===== config.mk =====
export PLATFORM = sky130hd
export DESIGN_NAME = micro_cpu
export DESIGN_NICKNAME = d
export VERILOG_FILES = /design/src/micro_cpu_pkg.sv /design/src/microcode_rom.sv /design/src/control_sequencer.sv /design/src/bus_arbiter.sv /design/src/cpu_registers.sv /design/src/alu_flags.sv /design/src/program_ram.sv /design/src/micro_cpu.sv
export SDC_FILE = /design/constraint.sdc
export NUM_CORES = 1
export LEC_CHECK = 0
export BUFFER_PORTS_ARGS = -buffer_cell sky130_fd_sc_hd__buf_4
export CAP_MARGIN = 0
export CORE_ASPECT_RATIO = 0.8
export CORE_MARGIN = 2
export CORE_UTILIZATION = 62
export CTS_BUF_LIST = sky130_fd_sc_hd__clkbuf_2 sky130_fd_sc_hd__clkbuf_4 sky130_fd_sc_hd__clkbuf_8
export CTS_CLUSTER_DIAMETER = 120
export DETAILED_ROUTE_END_ITERATION = 16
export GPL_ROUTABILITY_DRIVEN = 0
export HOLD_SLACK_MARGIN = 0.06
export PLACE_DENSITY = 0.88
export SETUP_SLACK_MARGIN = 0.2
export SYNTH_ARGS = -nofsm -noshare
export SYNTH_HDL_FRONTEND = slang
export SYNTH_SLANG_ARGS = --single-unit

===== constraint.sdc =====
create_clock -name clk -period 6.1 [get_ports clk]
set_clock_uncertainty 0.15 [all_clocks]
set_input_delay 1.22 -clock clk [delete_from_list [all_inputs] [get_ports clk]]
set_output_delay 1.22 -clock clk [all_outputs]
set_load 0.05 [all_outputs]

===== src/micro_cpu_pkg.sv =====
package micro_cpu_pkg;

    localparam int OPCODE_WIDTH  = 4;   // Upper nibble of an instruction
    localparam int OPERAND_WIDTH = 4;   // Lower nibble, address or immediate
    localparam int ADDR_WIDTH    = 4;   // PC and MAR width
    localparam int RAM_DEPTH     = 16;  // Program and data share one array
    localparam int STEP_COUNT    = 8;   // Microsteps per opcode

    // Instruction set, encoded 0 to 15
    typedef enum logic [OPCODE_WIDTH-1:0] {
        NOP, LDA, LDB, ADD, SUB, AND, OR, STA,
        LDI, JMP, JC, JZ, JN, OUTM, OUTA, HLT
    } opcode_t;

    typedef enum logic [1:0] {
        ALU_ADD,
        ALU_SUB,    // A plus inverted B plus one
        ALU_AND,
        ALU_OR
    } alu_op_t;

    typedef enum logic [$clog2(STEP_COUNT)-1:0] {
        MS0, MS1, MS2, MS3, MS4, MS5, MS6, MS7
    } microstep_t;

    typedef enum logic [2:0] {
        S_RESET,    // One idle cycle after reset
        S_FETCH_0,
        S_FETCH_1,
        S_DECODE_0,
        S_DECODE_1,
        S_WAIT,     // IR settles before the ROM lookup
        S_EXECUTE,
        S_HALT
    } seq_state_t;

    typedef struct packed {
        // Register loads from the bus
        logic    load_o;
        logic    load_a;
        logic    load_b;
        logic    load_ir;
        logic    load_pc;
        logic    load_mar;
        logic    load_ram;
        logic    load_flags;
        logic    load_sets_zn;  // Z and N from the loaded bus value
        // Bus drivers
        logic    oe_a;
        logic    oe_ir;
        logic    oe_pc;
        logic    oe_alu;
        logic    oe_ram;
        logic    pc_enable;     // PC increment
        alu_op_t alu_op;
        // Conditional jump qualifiers
        logic    check_zero;
        logic    check_carry;
        logic    check_negative;
        logic    halt;
        logic    last_step;     // Back to fetch after this step
    } control_word_t;

endpackage


===== src/microcode_rom.sv =====
module microcode_rom (
    input  micro_cpu_pkg::opcode_t       opcode_i,
    input  micro_cpu_pkg::microstep_t    step_i,
    output micro_cpu_pkg::control_word_t word_o
);
    import micro_cpu_pkg::*;

    alu_op_t alu_sel;

    // ALU function of the four arithmetic opcodes
    always_comb begin
        case (opcode_i)
            SUB:     alu_sel = ALU_SUB;
            AND:     alu_sel = ALU_AND;
            OR:      alu_sel = ALU_OR;
            default: alu_sel = ALU_ADD;
        endcase
    end

    always_comb begin
        word_o = '0; // Unused steps stay all zero
        case (opcode_i)
            NOP: word_o.last_step = (step_i == MS0);
            // Memory operand group, address from IR into MAR first
            LDA, LDB, ADD, SUB, AND, OR, STA, OUTM: begin
                case (step_i)
                    MS0: word_o.oe_ir = 1'b1;
                    MS1: begin
                        word_o.oe_ir    = 1'b1;
                        word_o.load_mar = 1'b1;
                    end
                    MS2, MS3: begin
                        word_o.oe_a   = (opcode_i == STA);  // Store puts A on the bus
                        word_o.oe_ram = (opcode_i != STA);
                    end
                    default: ;
                endcase
                if (step_i == MS3) begin
                    word_o.load_a       = (opcode_i == LDA);
                    word_o.load_b       = opcode_i inside {LDB, ADD, SUB, AND, OR};
                    word_o.load_o       = (opcode_i == OUTM);
                    word_o.load_ram     = (opcode_i == STA);
                    word_o.load_flags   = opcode_i inside {LDA, LDB};
                    word_o.load_sets_zn = opcode_i inside {LDA, LDB};
                    word_o.last_step    = opcode_i inside {LDA, LDB, STA, OUTM};
                end
                // ALU steps, op held across both since the result is not latched
                if (opcode_i inside {ADD, SUB, AND, OR} && step_i inside {MS4, MS5}) begin
                    word_o.oe_alu     = 1'b1;
                    word_o.alu_op     = alu_sel;
                    word_o.load_flags = (step_i == MS4);
                    word_o.load_a     = (step_i == MS5);   // A written back last
                    word_o.last_step  = (step_i == MS5);
                end
            end
            // Immediate group, operand straight from IR
            LDI, JMP, JC, JZ, JN: begin
                word_o.oe_ir = step_i inside {MS0, MS1};
                if (step_i == MS1) begin
                    word_o.load_a         = (opcode_i == LDI);
                    word_o.load_flags     = (opcode_i == LDI);
                    word_o.load_sets_zn   = (opcode_i == LDI);
                    word_o.load_pc        = (opcode_i != LDI);
                    word_o.check_carry    = (opcode_i == JC);
                    word_o.check_zero     = (opcode_i == JZ);
                    word_o.check_negative = (opcode_i == JN);
                    word_o.last_step      = 1'b1;
                end
            end
            OUTA: begin
                word_o.oe_a      = step_i inside {MS0, MS1};
                word_o.load_o    = (step_i == MS1);
                word_o.last_step = (step_i == MS1);
            end
            HLT: begin
                word_o.halt      = (step_i == MS1);     // MS0 is a settle cycle
                word_o.last_step = (step_i == MS1);
            end
            default: ;
        endcase
    end

endmodule


===== src/control_sequencer.sv =====
module control_sequencer (
    input  logic                   clk,
    input  logic                   reset,
    input  micro_cpu_pkg::opcode_t opcode_i,
    input  logic [2:0]             flags_i,     // N, C, Z
    output logic                   load_o_o,
    output logic                   load_a_o,
    output logic                   load_b_o,
    output logic                   load_ir_o,
    output logic                   load_pc_o,
    output logic                   load_mar_o,
    output logic                   load_ram_o,
    output logic                   load_flags_o,
    output logic                   load_sets_zn_o,
    output logic                   oe_a_o,
    output logic                   oe_ir_o,
    output logic                   oe_pc_o,
    output logic                   oe_alu_o,
    output logic                   oe_ram_o,
    output logic                   pc_enable_o,
    output micro_cpu_pkg::alu_op_t alu_op_o,
    output logic                   halted_o
);
    import micro_cpu_pkg::*;

    seq_state_t    state;
    seq_state_t    next_state;
    microstep_t    step;
    microstep_t    next_step;
    control_word_t rom_word;
    control_word_t word;
    logic          check_any;
    logic          check_pass;

    microcode_rom i_microcode_rom (
        .opcode_i (opcode_i),
        .step_i   (step),
        .word_o   (rom_word)
    );

    always_ff @(posedge clk) begin
        if (reset) begin
            state <= S_RESET;
            step  <= MS0;
        end else begin
            state <= next_state;
            step  <= next_step;
        end
    end

    // Jump qualifiers against the registered flags
    assign check_any  = rom_word.check_zero | rom_word.check_carry | rom_word.check_negative;
    assign check_pass = (rom_word.check_zero & flags_i[0]) | (rom_word.check_carry & flags_i[1])
                      | (rom_word.check_negative & flags_i[2]);

    always_comb begin
        word       = '0;
        next_state = state;
        next_step  = step;
        case (state)
            S_RESET:    next_state = S_FETCH_0;
            S_FETCH_0: begin
                word.oe_pc = 1'b1;
                next_state = S_FETCH_1;
            end
            S_FETCH_1: begin
                word.oe_pc    = 1'b1;
                word.load_mar = 1'b1;  // PC into MAR
                next_state    = S_DECODE_0;
            end
            S_DECODE_0: begin
                word.oe_ram = 1'b1;
                next_state  = S_DECODE_1;
            end
            S_DECODE_1: begin
                word.oe_ram    = 1'b1;
                word.load_ir   = 1'b1;
                word.pc_enable = 1'b1;  // Point at next instruction
                next_state     = S_WAIT;
            end
            S_WAIT:     next_state = S_EXECUTE;
            S_EXECUTE: begin
                word = rom_word;
                if (rom_word.halt) begin
                    next_state = S_HALT;
                    next_step  = MS0;
                end else if (check_any && !check_pass) begin
                    word.load_pc = 1'b0;   // Jump not taken
                    next_state   = S_FETCH_0;
                    next_step    = MS0;
                end else if (rom_word.last_step) begin
                    next_state = S_FETCH_0;
                    next_step  = MS0;
                end else begin
                    next_step = microstep_t'(step + 3'd1);
                end
            end
            S_HALT:     next_state = S_HALT; // Only reset leaves
            default:    next_state = S_RESET;
        endcase
    end

    assign load_o_o       = word.load_o;
    assign load_a_o       = word.load_a;
    assign load_b_o       = word.load_b;
    assign load_ir_o      = word.load_ir;
    assign load_pc_o      = word.load_pc;
    assign load_mar_o     = word.load_mar;
    assign load_ram_o     = word.load_ram;
    assign load_flags_o   = word.load_flags;
    assign load_sets_zn_o = word.load_sets_zn;
    assign oe_a_o         = word.oe_a;
    assign oe_ir_o        = word.oe_ir;
    assign oe_pc_o        = word.oe_pc;
    assign oe_alu_o       = word.oe_alu;
    assign oe_ram_o       = word.oe_ram;
    assign pc_enable_o    = word.pc_enable;
    assign alu_op_o       = word.alu_op;
    assign halted_o       = (state == S_HALT); // Rises the cycle after HLT's MS1

endmodule


===== src/bus_arbiter.sv =====
module bus_arbiter #(
    parameter int DATA_WIDTH = 8
) (
    input  logic [micro_cpu_pkg::ADDR_WIDTH-1:0]    pc_i,
    input  logic [DATA_WIDTH-1:0]                   ram_i,
    input  logic [micro_cpu_pkg::OPERAND_WIDTH-1:0] operand_i,
    input  logic [DATA_WIDTH-1:0]                   alu_i,
    input  logic [DATA_WIDTH-1:0]                   a_i,
    input  logic                                    oe_pc_i,
    input  logic                                    oe_ram_i,
    input  logic                                    oe_ir_i,
    input  logic                                    oe_alu_i,
    input  logic                                    oe_a_i,
    output logic [DATA_WIDTH-1:0]                   bus_o
);
    import micro_cpu_pkg::*;

    // Fixed priority mux in place of tri-state drivers
    always_comb begin
        if (oe_pc_i) begin
            bus_o = {{(DATA_WIDTH-ADDR_WIDTH){1'b0}}, pc_i};            // Zero extended
        end else if (oe_ram_i) begin
            bus_o = ram_i;
        end else if (oe_ir_i) begin
            bus_o = {{(DATA_WIDTH-OPERAND_WIDTH){1'b0}}, operand_i};    // Zero extended
        end else if (oe_alu_i) begin
            bus_o = alu_i;
        end else if (oe_a_i) begin
            bus_o = a_i;
        end else begin
            bus_o = '0; // Idle bus reads zero
        end
    end

endmodule


===== src/cpu_registers.sv =====
module cpu_registers #(
    parameter int DATA_WIDTH = 8
) (
    input  logic                                    clk,
    input  logic                                    reset,
    input  logic [DATA_WIDTH-1:0]                   bus_i,
    input  logic                                    load_a_i,
    input  logic                                    load_b_i,
    input  logic                                    load_o_i,
    input  logic                                    load_ir_i,
    input  logic                                    load_mar_i,
    input  logic                                    load_pc_i,
    input  logic                                    pc_enable_i,
    output logic [DATA_WIDTH-1:0]                   a_o,
    output logic [DATA_WIDTH-1:0]                   b_o,
    output logic [DATA_WIDTH-1:0]                   out_o,
    output logic                                    out_strobe_o,
    output micro_cpu_pkg::opcode_t                  opcode_o,
    output logic [micro_cpu_pkg::OPERAND_WIDTH-1:0] operand_o,
    output logic [micro_cpu_pkg::ADDR_WIDTH-1:0]    mar_o,
    output logic [micro_cpu_pkg::ADDR_WIDTH-1:0]    pc_o
);
    import micro_cpu_pkg::*;

    localparam int IR_WIDTH = OPCODE_WIDTH + OPERAND_WIDTH;

    logic [IR_WIDTH-1:0] ir;

    always_ff @(posedge clk) begin
        if (reset) begin
            a_o          <= '0;
            b_o          <= '0;
            out_o        <= '0;
            out_strobe_o <= 1'b0;
            ir           <= '0;
            mar_o        <= '0;
            pc_o         <= '0;
        end else begin
            out_strobe_o <= load_o_i;   // Marks the edge O takes its value
            if (load_a_i) a_o <= bus_i;
            if (load_b_i) b_o <= bus_i;
            if (load_o_i) out_o <= bus_i;
            if (load_ir_i) ir <= bus_i[IR_WIDTH-1:0];
            if (load_mar_i) mar_o <= bus_i[ADDR_WIDTH-1:0];
            // Jump target wins over increment
            if (load_pc_i) begin
                pc_o <= bus_i[ADDR_WIDTH-1:0];
            end else if (pc_enable_i) begin
                pc_o <= pc_o + 1'b1;    // Wraps at 16
            end
        end
    end

    assign opcode_o  = opcode_t'(ir[OPERAND_WIDTH +: OPCODE_WIDTH]); // High nibble
    assign operand_o = ir[OPERAND_WIDTH-1:0];

endmodule


===== src/alu_flags.sv =====
module alu_flags #(
    parameter int DATA_WIDTH = 8
) (
    input  logic                   clk,
    input  logic                   reset,
    input  logic [DATA_WIDTH-1:0]  a_i,
    input  logic [DATA_WIDTH-1:0]  b_i,
    input  logic [DATA_WIDTH-1:0]  bus_i,
    input  micro_cpu_pkg::alu_op_t alu_op_i,
    input  logic                   load_flags_i,
    input  logic                   load_sets_zn_i,
    output logic [DATA_WIDTH-1:0]  result_o,
    output logic [2:0]             flags_o      // N, C, Z
);
    import micro_cpu_pkg::*;

    logic                  subtract;
    logic [DATA_WIDTH-1:0] b_term;
    logic [DATA_WIDTH:0]   sum;
    logic                  carry;

    // Shared adder, subtract as two's complement
    assign subtract = (alu_op_i == ALU_SUB);
    assign b_term   = subtract ? ~b_i : b_i;
    assign sum      = {1'b0, a_i} + {1'b0, b_term} + {{DATA_WIDTH{1'b0}}, subtract};

    always_comb begin
        case (alu_op_i)
            ALU_AND: begin
                result_o = a_i & b_i;
                carry    = 1'b0;
            end
            ALU_OR: begin
                result_o = a_i | b_i;
                carry    = 1'b0;
            end
            default: begin
                result_o = sum[DATA_WIDTH-1:0];
                carry    = sum[DATA_WIDTH];     // Set on SUB when A >= B
            end
        endcase
    end

    always_ff @(posedge clk) begin
        if (reset) begin
            flags_o <= '0;
        end else if (load_flags_i) begin
            if (load_sets_zn_i) begin
                flags_o <= {bus_i[DATA_WIDTH-1], flags_o[1], bus_i == '0};  // Carry kept
            end else begin
                flags_o <= {result_o[DATA_WIDTH-1], carry, result_o == '0};
            end
        end
    end

endmodule


===== src/program_ram.sv =====
module program_ram #(
    parameter int DATA_WIDTH = 8
) (
    input  logic                                 clk,
    input  logic                                 reset,
    input  logic                                 we_i,
    input  logic [micro_cpu_pkg::ADDR_WIDTH-1:0] addr_i,
    input  logic [DATA_WIDTH-1:0]                data_i,
    input  logic                                 prog_we_i,
    input  logic [micro_cpu_pkg::ADDR_WIDTH-1:0] prog_addr_i,
    input  logic [DATA_WIDTH-1:0]                prog_data_i,
    output logic [DATA_WIDTH-1:0]                data_o
);
    import micro_cpu_pkg::*;

    logic [DATA_WIDTH-1:0] mem [RAM_DEPTH];
    logic                  wr_en;
    logic [ADDR_WIDTH-1:0] wr_addr;
    logic [DATA_WIDTH-1:0] wr_data;

    // Loader owns the write port while reset is held
    assign wr_en   = reset ? prog_we_i : we_i;
    assign wr_addr = reset ? prog_addr_i : addr_i;
    assign wr_data = reset ? prog_data_i : data_i;

    always_ff @(posedge clk) begin
        if (wr_en) mem[wr_addr] <= wr_data;
    end

    assign data_o = mem[addr_i]; // Asynchronous read at MAR

endmodule


===== src/micro_cpu.sv =====
module micro_cpu #(
    parameter int DATA_WIDTH = 8
) (
    input  logic                                 clk,
    input  logic                                 reset,
    input  logic                                 prog_we_i,
    input  logic [micro_cpu_pkg::ADDR_WIDTH-1:0] prog_addr_i,
    input  logic [DATA_WIDTH-1:0]                prog_data_i,
    output logic [DATA_WIDTH-1:0]                out_o,
    output logic                                 out_strobe_o,
    output logic                                 flag_zero_o,
    output logic                                 flag_carry_o,
    output logic                                 flag_negative_o,
    output logic                                 halted_o
);
    import micro_cpu_pkg::*;

    logic [DATA_WIDTH-1:0]    bus;
    logic [DATA_WIDTH-1:0]    a_val;
    logic [DATA_WIDTH-1:0]    b_val;
    logic [DATA_WIDTH-1:0]    alu_result;
    logic [DATA_WIDTH-1:0]    ram_data;
    logic [ADDR_WIDTH-1:0]    pc;
    logic [ADDR_WIDTH-1:0]    mar;
    logic [OPERAND_WIDTH-1:0] operand;
    opcode_t                  opcode;
    alu_op_t                  alu_op;
    logic [2:0]               flags;    // N, C, Z
    logic load_o, load_a, load_b, load_ir, load_pc, load_mar, load_ram;
    logic load_flags, load_sets_zn, pc_enable;
    logic oe_a, oe_ir, oe_pc, oe_alu, oe_ram;

    control_sequencer i_control_sequencer (
        .clk(clk), .reset(reset), .opcode_i(opcode), .flags_i(flags),
        .load_o_o(load_o), .load_a_o(load_a), .load_b_o(load_b),
        .load_ir_o(load_ir), .load_pc_o(load_pc), .load_mar_o(load_mar),
        .load_ram_o(load_ram), .load_flags_o(load_flags), .load_sets_zn_o(load_sets_zn),
        .oe_a_o(oe_a), .oe_ir_o(oe_ir), .oe_pc_o(oe_pc), .oe_alu_o(oe_alu),
        .oe_ram_o(oe_ram), .pc_enable_o(pc_enable), .alu_op_o(alu_op),
        .halted_o(halted_o)
    );

    // Single bus, one driver at a time
    bus_arbiter #(.DATA_WIDTH(DATA_WIDTH)) i_bus_arbiter (
        .pc_i(pc), .ram_i(ram_data), .operand_i(operand), .alu_i(alu_result), .a_i(a_val),
        .oe_pc_i(oe_pc), .oe_ram_i(oe_ram), .oe_ir_i(oe_ir), .oe_alu_i(oe_alu),
        .oe_a_i(oe_a), .bus_o(bus)
    );

    cpu_registers #(.DATA_WIDTH(DATA_WIDTH)) i_cpu_registers (
        .clk(clk), .reset(reset), .bus_i(bus),
        .load_a_i(load_a), .load_b_i(load_b), .load_o_i(load_o), .load_ir_i(load_ir),
        .load_mar_i(load_mar), .load_pc_i(load_pc), .pc_enable_i(pc_enable),
        .a_o(a_val), .b_o(b_val), .out_o(out_o), .out_strobe_o(out_strobe_o),
        .opcode_o(opcode), .operand_o(operand), .mar_o(mar), .pc_o(pc)
    );

    alu_flags #(.DATA_WIDTH(DATA_WIDTH)) i_alu_flags (
        .clk(clk), .reset(reset), .a_i(a_val), .b_i(b_val), .bus_i(bus),
        .alu_op_i(alu_op), .load_flags_i(load_flags), .load_sets_zn_i(load_sets_zn),
        .result_o(alu_result), .flags_o(flags)
    );

    // Program and data memory, filled by the loader during reset
    program_ram #(.DATA_WIDTH(DATA_WIDTH)) i_program_ram (
        .clk(clk), .reset(reset), .we_i(load_ram), .addr_i(mar), .data_i(bus),
        .prog_we_i(prog_we_i), .prog_addr_i(prog_addr_i), .prog_data_i(prog_data_i),
        .data_o(ram_data)
    );

    assign flag_zero_o     = flags[0];
    assign flag_carry_o    = flags[1];
    assign flag_negative_o = flags[2];

endmodule


==> metrics.yaml, run 1 <==
syn-cell-area_um2: 8840
cts_hold_buf: 0
dp_hpwl_um: 14500
worst_hold_path_type: "reg2reg"
rows: 39
yosys.area_share.simple_pct: 11.5
final_layout_size_suffix_gt1_share_pct: 12.4
pre_cts_ws_ns: 0.791
power_leakage_nw: 3.19
met2_usage_pct: 43.2
syn_avg_cell_area_um2: 12.9
async_reset_ff_share_pct: 0
outcome: "finished clean"
synth_compound_area_share_pct: 10.8
synth_seq_cells: 182
cts_resized: 0
use_met1_pct: 42.7
die_y_um: 111
synth_nets: 714
die_area_um2: 15200
antenna_found_initial: 0
drc: 0
overflow: 0
rsz0062_at_grt: "false"
ant_nets: 0
finalSetupTns_ns: 0
grt_pass1_wl_um: 33200
setup_violations: 0
grt_pass1_vias: 5858
cts_htree_levels: 4
cp_max_fo: 22
crit_start: "i_cpu_registers.ir[6]"
reg2reg_slack_ns: 0.66
wire_per_inst_um: 23.9
via_count: 6256
min_period_over_period_pct: 89.1
slew_headroom_pct: 15.8
initialDrtViolationCount: 1129
area_growth_pct: 7.40
worst-path-buf-inv: 1
synth_cells: 684
clockBufferDepth: 2
hold_viol: 0
via_per_inst: 6.95
setup_slack_ns: 0.662
finalCriticalPeriod_ns: 5.44
antenna_cells: 0
clock-sinks: 182
fp.dieW_um: 138
reg2reg_to: "i_program_ram.mem[8][6]"
fmax_mhz: 184
crit_end: "i_program_ram.mem[8][6]"
cts_buffers: 17
rr_startpoint: "i_cpu_registers.ir[6]"
cp_data_arrival_time_ns: 5.42
worstMarginPinSlew_ns: 1.26
detail_route.first_pass.iterations: 9
synth_cell_types: 75
io_buffers: 27
io_pins: 28
yosys.area_share.xor_xnor_pct: 1.68
grt_start_max_net_pins: 77
clkLatencyLatePin_ns: 0.49
postCtsSetupRepairBufs: 0
cap_violations: 0
wl_um: 21500
endpoint_kind: "register"
crit_cells: 14
rr_worst_depth: 14
crit_chain: "a21boi_1 -> o211ai_2 -> or3_1 -> xnor2_1 -> inv_1 -> fa_1 -> nand2b_1 -> a21oi_1 -> a21o_1 -> a21o_1 -> xnor2_1 -> o211ai_1 -> a222oi_1 -> mux2i_1"
irDropWorstVdd_mv: 0.270
cpMaxStageDelayCell: "mux2i_1"
synthAdderAreaFrac_pct: 2.55
initial_core_util_pct: 62.7
use_met3_pct: 8.00
core_area_um2: 14100
track_usage_pct: 29.8
synth_top_family_by_area: "multiplexers"
final-max-slew-violation-count: 0
top_usage_layer: "met2"
ys_seq_area_share_pct: 55.7
yosysWarnings: 0
slowest_delay_ns: 0.80
required_ns: 6.09
cp_top_family: "compound AO/OA/AOI/OAI gates"
clk_pin_slew_ns: 0.10
synthMuxAreaShare_pct: 14.1
num-nets-final: 733
cts_tree: "yes"
power_density_nw_per_um2: 245
root_buffer: "clkbuf_8"
synth-main-ff-cell: "edfxtp_1"
synth_edf_count: 128
path_class: "reg2reg"
worstSetupStartpointType: "register"
[metal layers]
layer | share of wire (%) | vias to the layer above | wire length (um)
met5 | 0 | - | 0
met4 | 3.8 | 0 | 820
met1 | 39 | 2963 | 8330
met3 | 13 | 108 | 2780
met2 | 45 | 491 | 9610
li1 | - | 2694 | -
[sequential cells by signal, summed over array words and instances (netlist names), named ones only]
register	flops
i_cpu_registers.out_o	8
i_control_sequencer.step	3
i_alu_flags.flags_o	3
i_control_sequencer.state	3
i_program_ram.mem	128
i_cpu_registers.a_o	8
i_cpu_registers.mar_o	4
i_cpu_registers.ir	8
i_cpu_registers.pc_o	4
i_cpu_registers.out_strobe_o	1
i_cpu_registers.b_o	8
[worst min-delay path: stages, from the launching register on]
cell,delay (ns)
dfxtp_1,0.34
nand2b_1,0.07
a21oi_1,0.05
[synthesized netlist by cell type (all sizes together), types with 7 or more instances]
cell / n / area share, %
dfxtp: 54 / 12
o21ai: 14 / 0.83
a21oi: 25 / 1.4
nand2b: 11 / 0.78
ha: 14 / 2.0
inv: 23 / 0.98
xnor2: 14 / 1.4
nor2: 81 / 3.4
nand2: 34 / 1.4
a211oi: 37 / 3.3
edfxtp: 128 / 43
buf: 20 / 1.6
a21o: 7 / 0.59
nor3: 10 / 0.57
nor2b: 8 / 0.57
mux2i: 25 / 2.8
clkbuf: 19 / 1.0
o211ai: 10 / 0.91
nand3: 9 / 0.51
mux4: 36 / 10
[cell type report]
cell class	instances	area [um^2]
Clock inverter	15	129
Sequential cell	182	4920
Timing Repair Buffer	39	293
Inverter	23	86.3
Multi-Input combinational cell	440	3600
Fill cell	911	4610
Clock buffer	17	234
Tap cell	184	230
[worst min path at each step]
stage | startpoint | endpoint | cells past startpoint
3_3_place_gp | i_cpu_registers.out_o[1] | i_cpu_registers.out_o[1] | 2
2_1_floorplan | i_cpu_registers.ir[1] | i_cpu_registers.ir[1] | 2
5_1_grt | i_cpu_registers.out_o[0] | i_cpu_registers.out_o[0] | 2
4_1_cts | i_cpu_registers.out_o[0] | i_cpu_registers.out_o[0] | 2
6_report | i_alu_flags.flags_o[1] | i_alu_flags.flags_o[1] | 2
3_5_place_dp | i_cpu_registers.out_o[5] | i_cpu_registers.out_o[5] | 2
[stage by stage]
stage	area (um^2)	utilization (%)	total power [W]	hold WS, ns	std cells
CTS	9490	67.3	0.00232	0.361	900
finish	9500	67.3	0.00233	0.354	900
global route	9500	67.3	0.00240	0.378	900
floorplan	8840	-	0.00153	0.312	684
global placement	9130	64.7	0.00158	0.327	868
detailed placement	9130	64.7	0.00159	0.343	868
[placed cells by master (no fill, tap or decap), drive strengths merged, types with 4 or more instances in the layout]
cell / netlist / final
nor3: 10 / 10
nand2: 34 / 34
clkbuf: 19 / 17
edfxtp: 128 / 128
mux2: 6 / 6
nor3b: 4 / 4
or3: 5 / 5
nand2b: 11 / 11
o211ai: 10 / 10
a21oi: 25 / 25
a211oi: 37 / 37
mux4: 36 / 36
and2: 4 / 4
nor2b: 8 / 8
and3: 6 / 6
mux2i: 25 / 25
nor4: 5 / 5
nand3: 9 / 9
a21o: 7 / 7
inv: 23 / 26
a22oi: 6 / 6
nand3b: 6 / 6
nand4: 4 / 4
nor2: 81 / 81
dfxtp: 54 / 54
o21ai: 14 / 14
buf: 20 / 39
a31oi: 4 / 4
clkinv: 0 / 10
xnor2: 14 / 14
or2: 4 / 4
ha: 14 / 14
[kinds of logic (layout without fill, tap and decap cells)]
kind of cell / after synthesis / in the layout
AO/OA/AOI/OAI: 134 / 134
XOR/XNOR: 17 / 17
adder cells (fa/ha/maj): 18 / 18
buffers and inverters: 62 / 94
flip-flops: 182 / 182
multiplexers: 67 / 67
AND/OR/NAND/NOR: 204 / 204
[power by group]
group	switching (W)	internal, W	total [W]
Sequential	0.0000246	0.00135	0.00137
Clock	0.000440	0.000323	0.000763
Combinational	0.000117	0.0000785	0.000195
Total	0.000582	0.00175	0.00233
Note: power is estimated with default switching activity, not from simulation.
==> run 2, diff against run 1 <==
--- a/config.mk
+++ b/config.mk
@@ -9,13 +9,13 @@
 export CAP_MARGIN = 0
 export CORE_ASPECT_RATIO = 0.8
 export CORE_MARGIN = 2
-export CORE_UTILIZATION = 62
+export CORE_UTILIZATION = 30
 export CTS_BUF_LIST = sky130_fd_sc_hd__clkbuf_2 sky130_fd_sc_hd__clkbuf_4 sky130_fd_sc_hd__clkbuf_8
 export CTS_CLUSTER_DIAMETER = 120
 export DETAILED_ROUTE_END_ITERATION = 16
 export GPL_ROUTABILITY_DRIVEN = 0
 export HOLD_SLACK_MARGIN = 0.06
-export PLACE_DENSITY = 0.88
+export PLACE_DENSITY = 0.52
 export SETUP_SLACK_MARGIN = 0.2
 export SYNTH_ARGS = -nofsm -noshare
 export SYNTH_HDL_FRONTEND = slang
==> metrics.yaml, run 2 (synthesis gave the netlist of run 1 again) <==
outcome: "finished clean"
cap_violations: 0  # unchanged
worstMarginPinSlew_ns: 1.14  # -0.117 ns
rsz0062_at_grt: "false"
fp.dieW_um: 196  # +42%
grt_pass1_wl_um: 34200  # +3.0%
die_area_um2: 30900  # +100%
regMostFlops: "i_program_ram.mem"
rr_worst_depth: 14  # unchanged
area_growth_pct: 11.8
min_period_over_period_pct: 86.1  # -3.1 points
min_to: "i_cpu_registers.out_o[6]"
power_w: 0.00247  # +5.9%
wire_per_inst_um: 20.5  # -14%
root_buffer: "clkbuf_8"
core_area_um2: 29100  # +110%
finalCriticalPeriod_ns: 5.25  # -0.187 ns
worstSetupStartpointType: "register"
clockBufferDepth: 2  # unchanged
clock-sinks: 182  # unchanged
wl_um: 22600  # +4.8%
required_ns: 6.06  # -0.03 ns
cts_resized: 0  # unchanged
initial_core_util_pct: 30.3  # -32 points
antenna_found_initial: 0  # unchanged
fmax_mhz: 190  # +3.6%
final_common_cell: "edfxtp_1"
power_leakage_nw: 3.28  # +2.7%
finalSetupTns_ns: 0  # unchanged
detail_route.first_pass.iterations: 5  # -4
io_pins: 28  # unchanged
initialDrtViolationCount: 589  # -48%
reg2reg_slack_ns: 0.85  # +0.19 ns
slew_headroom_pct: 21.6  # +5.8 points
rr_startpoint: "i_cpu_registers.ir[5]"
clkLatencyLatePin_ns: 0.47  # -0.02 ns
pre_cts_ws_ns: 0.922  # +0.131 ns
cts_hold_buf: 0  # unchanged
worst_hold_path_type: "reg2reg"
cts_tree: "yes"
via_count: 5808  # -7.2%
track_usage_pct: 15.0  # -15 points
largest_register_ffs: 128  # unchanged
endpoint_kind: "register"
dp_hpwl_um: 15700  # +8.7%
overflow: 0  # unchanged
cp_max_fo: 21  # -4.5%
path_class: "reg2reg"
final_layout_size_suffix_gt1_share_pct: 13.9  # +1.5 points
cp_data_arrival_time_ns: 5.21  # -0.21 ns
die_y_um: 158  # +42%
setup_violations: 0  # unchanged
postCtsSetupRepairBufs: 0  # unchanged
grt_pass1_vias: 5440  # -7.1%
cts_htree_levels: 4  # unchanged
via_per_inst: 5.27  # -24%
final-max-slew-violation-count: 0  # unchanged
cts_buffers: 17  # unchanged
hold_viol: 0  # unchanged
reg2reg_to: "i_program_ram.mem[6][6]"
final_cell_mix: "128 x edfxtp_1, 81 x nor2_1, 53 x dfxtp_1, 49 x buf_4, 35 x a211oi_1"
ant_nets: 0  # unchanged
clk_pin_slew_ns: 0.10  # about the same
crit_start: "i_cpu_registers.ir[5]"
antenna_cells: 0  # unchanged
setup_slack_ns: 0.850  # +0.187 ns
holdWs_ns: 0.357  # +0.00241 ns
rows: 56  # +44%
power_density_nw_per_um2: 250  # +1.7%
irDropWorstVdd_mv: 0.153  # -43%
hp-start: "i_cpu_registers.out_o[6]"
num-nets-final: 743  # +1.4%
whs_path_depth: 2  # unchanged
grt_start_max_net_pins: 43  # -44%
drc: 0  # unchanged
io_buffers: 27  # unchanged
run 2: critical path, cell delays in order (launching register included):
cell	delay (ns)
dfxtp_1	0.80
and3b_1	0.38
o211ai_2	0.12
or3_1	0.62
xnor2_1	0.30
inv_1	0.09
fa_1	0.42
nand2b_1	0.15
a21oi_1	0.21
a21o_1	0.15
a21o_1	0.15
xnor2_1	0.07
o211ai_1	0.23
a222oi_1	0.17
mux2i_1	0.87
run 2: how the worst max path moves through the flow:
stage,endpoint,slack [ns],cells after the start
6_report,i_program_ram.mem[6][6],0.85,14
5_1_grt,i_program_ram.mem[6][6],0.43,14
3_3_place_gp,i_program_ram.mem[0][6],1.07,14
2_1_floorplan,i_program_ram.mem[0][5],1.36,16
3_5_place_dp,i_program_ram.mem[0][6],0.92,14
4_1_cts,i_program_ram.mem[6][6],0.88,14
run 2: routing by layer:
layer / vias up / GRT usage, % / part of all wire, %
met5: - / 0 / 0
met4: 0 / 3.32 / 1.1
met3: 19 / 2.87 / 5.3
met2: 169 / 21.4 / 42
met1: 2899 / 23.2 / 52
li1: 2721 / - / -
run 2: cell type report:
type                       count  area (um^2)
fill                        2878        19300
sequential                   182         4930
multi-input combinational    440         3600
tap                          377          472
timing repair buffer          49          368
clock buffer                  17          234
clock inverter                14          196
inverter                      23         86.3
run 2: power breakdown:
part           internal [W]  switching (W)  total [W]
sequential          0.00135      0.0000211    0.00137
combinational     0.0000826       0.000124   0.000206
clock              0.000450       0.000443   0.000893
run 2: through the flow:
stage / instance area (um^2) / std cells / utilization [%]
6_report: 9890 / 1102 / 33.9
2_1_floorplan: 8840 / 684 / -
3_3_place_gp: 9460 / 1071 / 32.4
5_1_grt: 9890 / 1102 / 33.9
4_1_cts: 9890 / 1102 / 33.9
3_5_place_dp: 9460 / 1071 / 32.4
==> run 3, diff against run 2 <==
--- a/config.mk
+++ b/config.mk
@@ -7,7 +7,6 @@
 export LEC_CHECK = 0
 export BUFFER_PORTS_ARGS = -buffer_cell sky130_fd_sc_hd__buf_4
 export CAP_MARGIN = 0
-export CORE_ASPECT_RATIO = 0.8
 export CORE_MARGIN = 2
 export CORE_UTILIZATION = 30
 export CTS_BUF_LIST = sky130_fd_sc_hd__clkbuf_2 sky130_fd_sc_hd__clkbuf_4 sky130_fd_sc_hd__clkbuf_8
==> metrics.yaml, run 3 (synthesis gave the netlist of run 1 again) <==
outcome: "finished clean"
wl_met3_um: 1050  # -13%
cp_max_fo: 22  # +4.8%
cp_top_family: "simple AND/OR/NAND/NOR gates"
power_density_nw_per_um2: 250  # about the same
cts_tree: "yes"
initial_core_util_pct: 30.6  # +0.31 points
postCtsSetupRepairBufs: 0  # unchanged
top_layer: "met4"
wl_um: 22900  # +1.6%
worstSetupStartpointType: "register"
final-max-slew-violation-count: 0  # unchanged
required_ns: 6.05  # about the same
cap_violations: 0  # unchanged
final_cell_mix: "128 x edfxtp_1, 81 x nor2_1, 53 x dfxtp_1, 46 x buf_4, 35 x a211oi_1"
path_class: "reg2reg"
track_usage_pct: 15.2  # +0.23 points
grt_start_max_net_pins: 62  # +44%
num-nets-final: 740  # -0.40%
regMostFlops: "i_program_ram.mem"
post-place-cells: 1075  # +0.37%
core_area_um2: 28900  # -1.0%
final_common_cell: "edfxtp_1"
clkLatencyLatePin_ns: 0.47  # about the same
fillers: 2850  # -0.97%
via_per_inst: 5.19  # -1.5%
cpMaxStageDelayCell: "mux2i_1"
initialDrtViolationCount: 562  # -4.6%
largest_register_ffs: 128  # unchanged
slowest_delay_ns: 0.87  # about the same
via_count: 5746  # -1.1%
rows: 62  # +11%
hold_viol: 0  # unchanged
die_area_um2: 30900  # about the same
worst_hold_path_type: "reg2reg"
ant_nets: 0  # unchanged
finalSetupTns_ns: 0  # unchanged
multi_input_area_um2: 3610  # +0.17%
dp_hpwl_um: 15500  # -1.4%
grt_pass1_vias: 5536  # +1.8%
routed-wl-met2_um: 11300  # +20%
io_pins: 28  # unchanged
grt_pass1_wl_um: 34900  # +2.1%
crit_chain: "and3b_1 -> o211ai_2 -> buf_4 -> or3_1 -> xnor2_1 -> inv_1 -> fa_1 -> nand2b_1 -> a21oi_1 -> a21o_1 -> a21o_1 -> xnor2_1 -> o211ai_1 -> a222oi_1 -> mux2i_1"
irDropWorstVdd_mv: 0.152  # -0.90%
setup_violations: 0  # unchanged
final_layout_size_suffix_gt1_share_pct: 14.1  # +0.18 points
pre_cts_ws_ns: 0.881  # -0.0409 ns
fp.dieW_um: 176  # -10%
endpoint_kind: "register"
power_leakage_nw: 3.27  # -0.25%
clockBufferDepth: 2  # unchanged
ff_latch_area_um2: 4930  # unchanged
antenna_cells: 0  # unchanged
cts_resized: 0  # unchanged
wl_met1_um: 10400  # -11%
cts_buffers: 17  # unchanged
setup_slack_ns: 0.849  # -0.000569 ns
die_y_um: 176  # +12%
slew_headroom_pct: 21.8  # +0.28 points
worstMarginPinSlew_ns: 1.14  # -0.00410 ns
io_buffers: 27  # unchanged
cp_data_arrival_time_ns: 5.20  # about the same
overflow: 0  # unchanged
fmax_mhz: 190  # about the same
fin_cells: 1107  # +0.45%
area_growth_pct: 11.7  # about the same
cts_htree_levels: 4  # unchanged
wire_per_inst_um: 20.7  # +1.2%
antenna_found_initial: 0  # unchanged
detail_route.first_pass.iterations: 5  # unchanged
clock-sinks: 182  # unchanged
power_w: 0.00247  # about the same
root_buffer: "clkbuf_8"
worst-path-buf-inv: 2  # +1
finalCriticalPeriod_ns: 5.25  # +0.000569 ns
clk_pin_slew_ns: 0.11  # about the same
cts_hold_buf: 0  # unchanged
rsz0062_at_grt: "false"
drc: 0  # unchanged
min_period_over_period_pct: 86.1  # about the same
-- run 3: cell count changes in the layout (fill, tap and decap cells not counted), moves of 2 or more --
cell / previous run / this run
buf_4: 49 / 46
bufinv_16: 4 / 2
clkinv_1: 2 / 0
inv_6: 4 / 2
inv_8: 1 / 8
-- run 3: final timing paths --
check	to	from	slack, ns	depth (start not counted)
worst max-delay path	i_program_ram.mem[4][6]	i_cpu_registers.ir[4]	0.85	15
worst max register to register	i_program_ram.mem[4][6]	i_cpu_registers.ir[4]	0.85	15
worst min register to register	i_alu_flags.flags_o[1]	i_alu_flags.flags_o[1]	0.36	2
worst min-delay path	i_alu_flags.flags_o[1]	i_alu_flags.flags_o[1]	0.36	2
-- run 3: worst reg2reg max path: stages (launching register included) --
cell      delay (ns)
dfxtp_1         0.80
and3b_1         0.36
o211ai_2        0.09
buf_4           0.19
or3_1           0.59
xnor2_1         0.27
inv_1           0.08
fa_1            0.42
nand2b_1        0.16
a21oi_1         0.20
a21o_1          0.14
a21o_1          0.13
xnor2_1         0.07
o211ai_1        0.20
a222oi_1        0.16
mux2i_1         0.87
-- run 3: power by group --
part           internal [W]  switching [W]
Combinational     0.0000807       0.000119
Clock              0.000392       0.000503
Sequential          0.00135      0.0000238
-- run 3: area by class of cell --
type	count	share of cell area, %
multi-input combinational	440	36.5
timing repair buffer	46	3.50
clock inverter	15	2.00
clock buffer	17	2.37
inverter	23	0.874
tap	384	4.86
sequential	182	49.9
-- run 3: routing by layer --
metal / vias to the layer above / GRT usage, %
li1: 2706 / -
met1: 2880 / 20.9
met3: 12 / 2.77
met5: - / 0
met2: 148 / 25.0
met4: 0 / 3.62
-- run 3: metrics by stage --
stage	util (%)	hold WS (ns)	area (um^2)
after floorplan	-	0.312	8840
after global placement	32.7	0.335	9450
after detailed placement	32.7	0.341	9450
after CTS	34.2	0.359	9880
after global routing	34.2	0.373	9880
final	34.2	0.356	9880
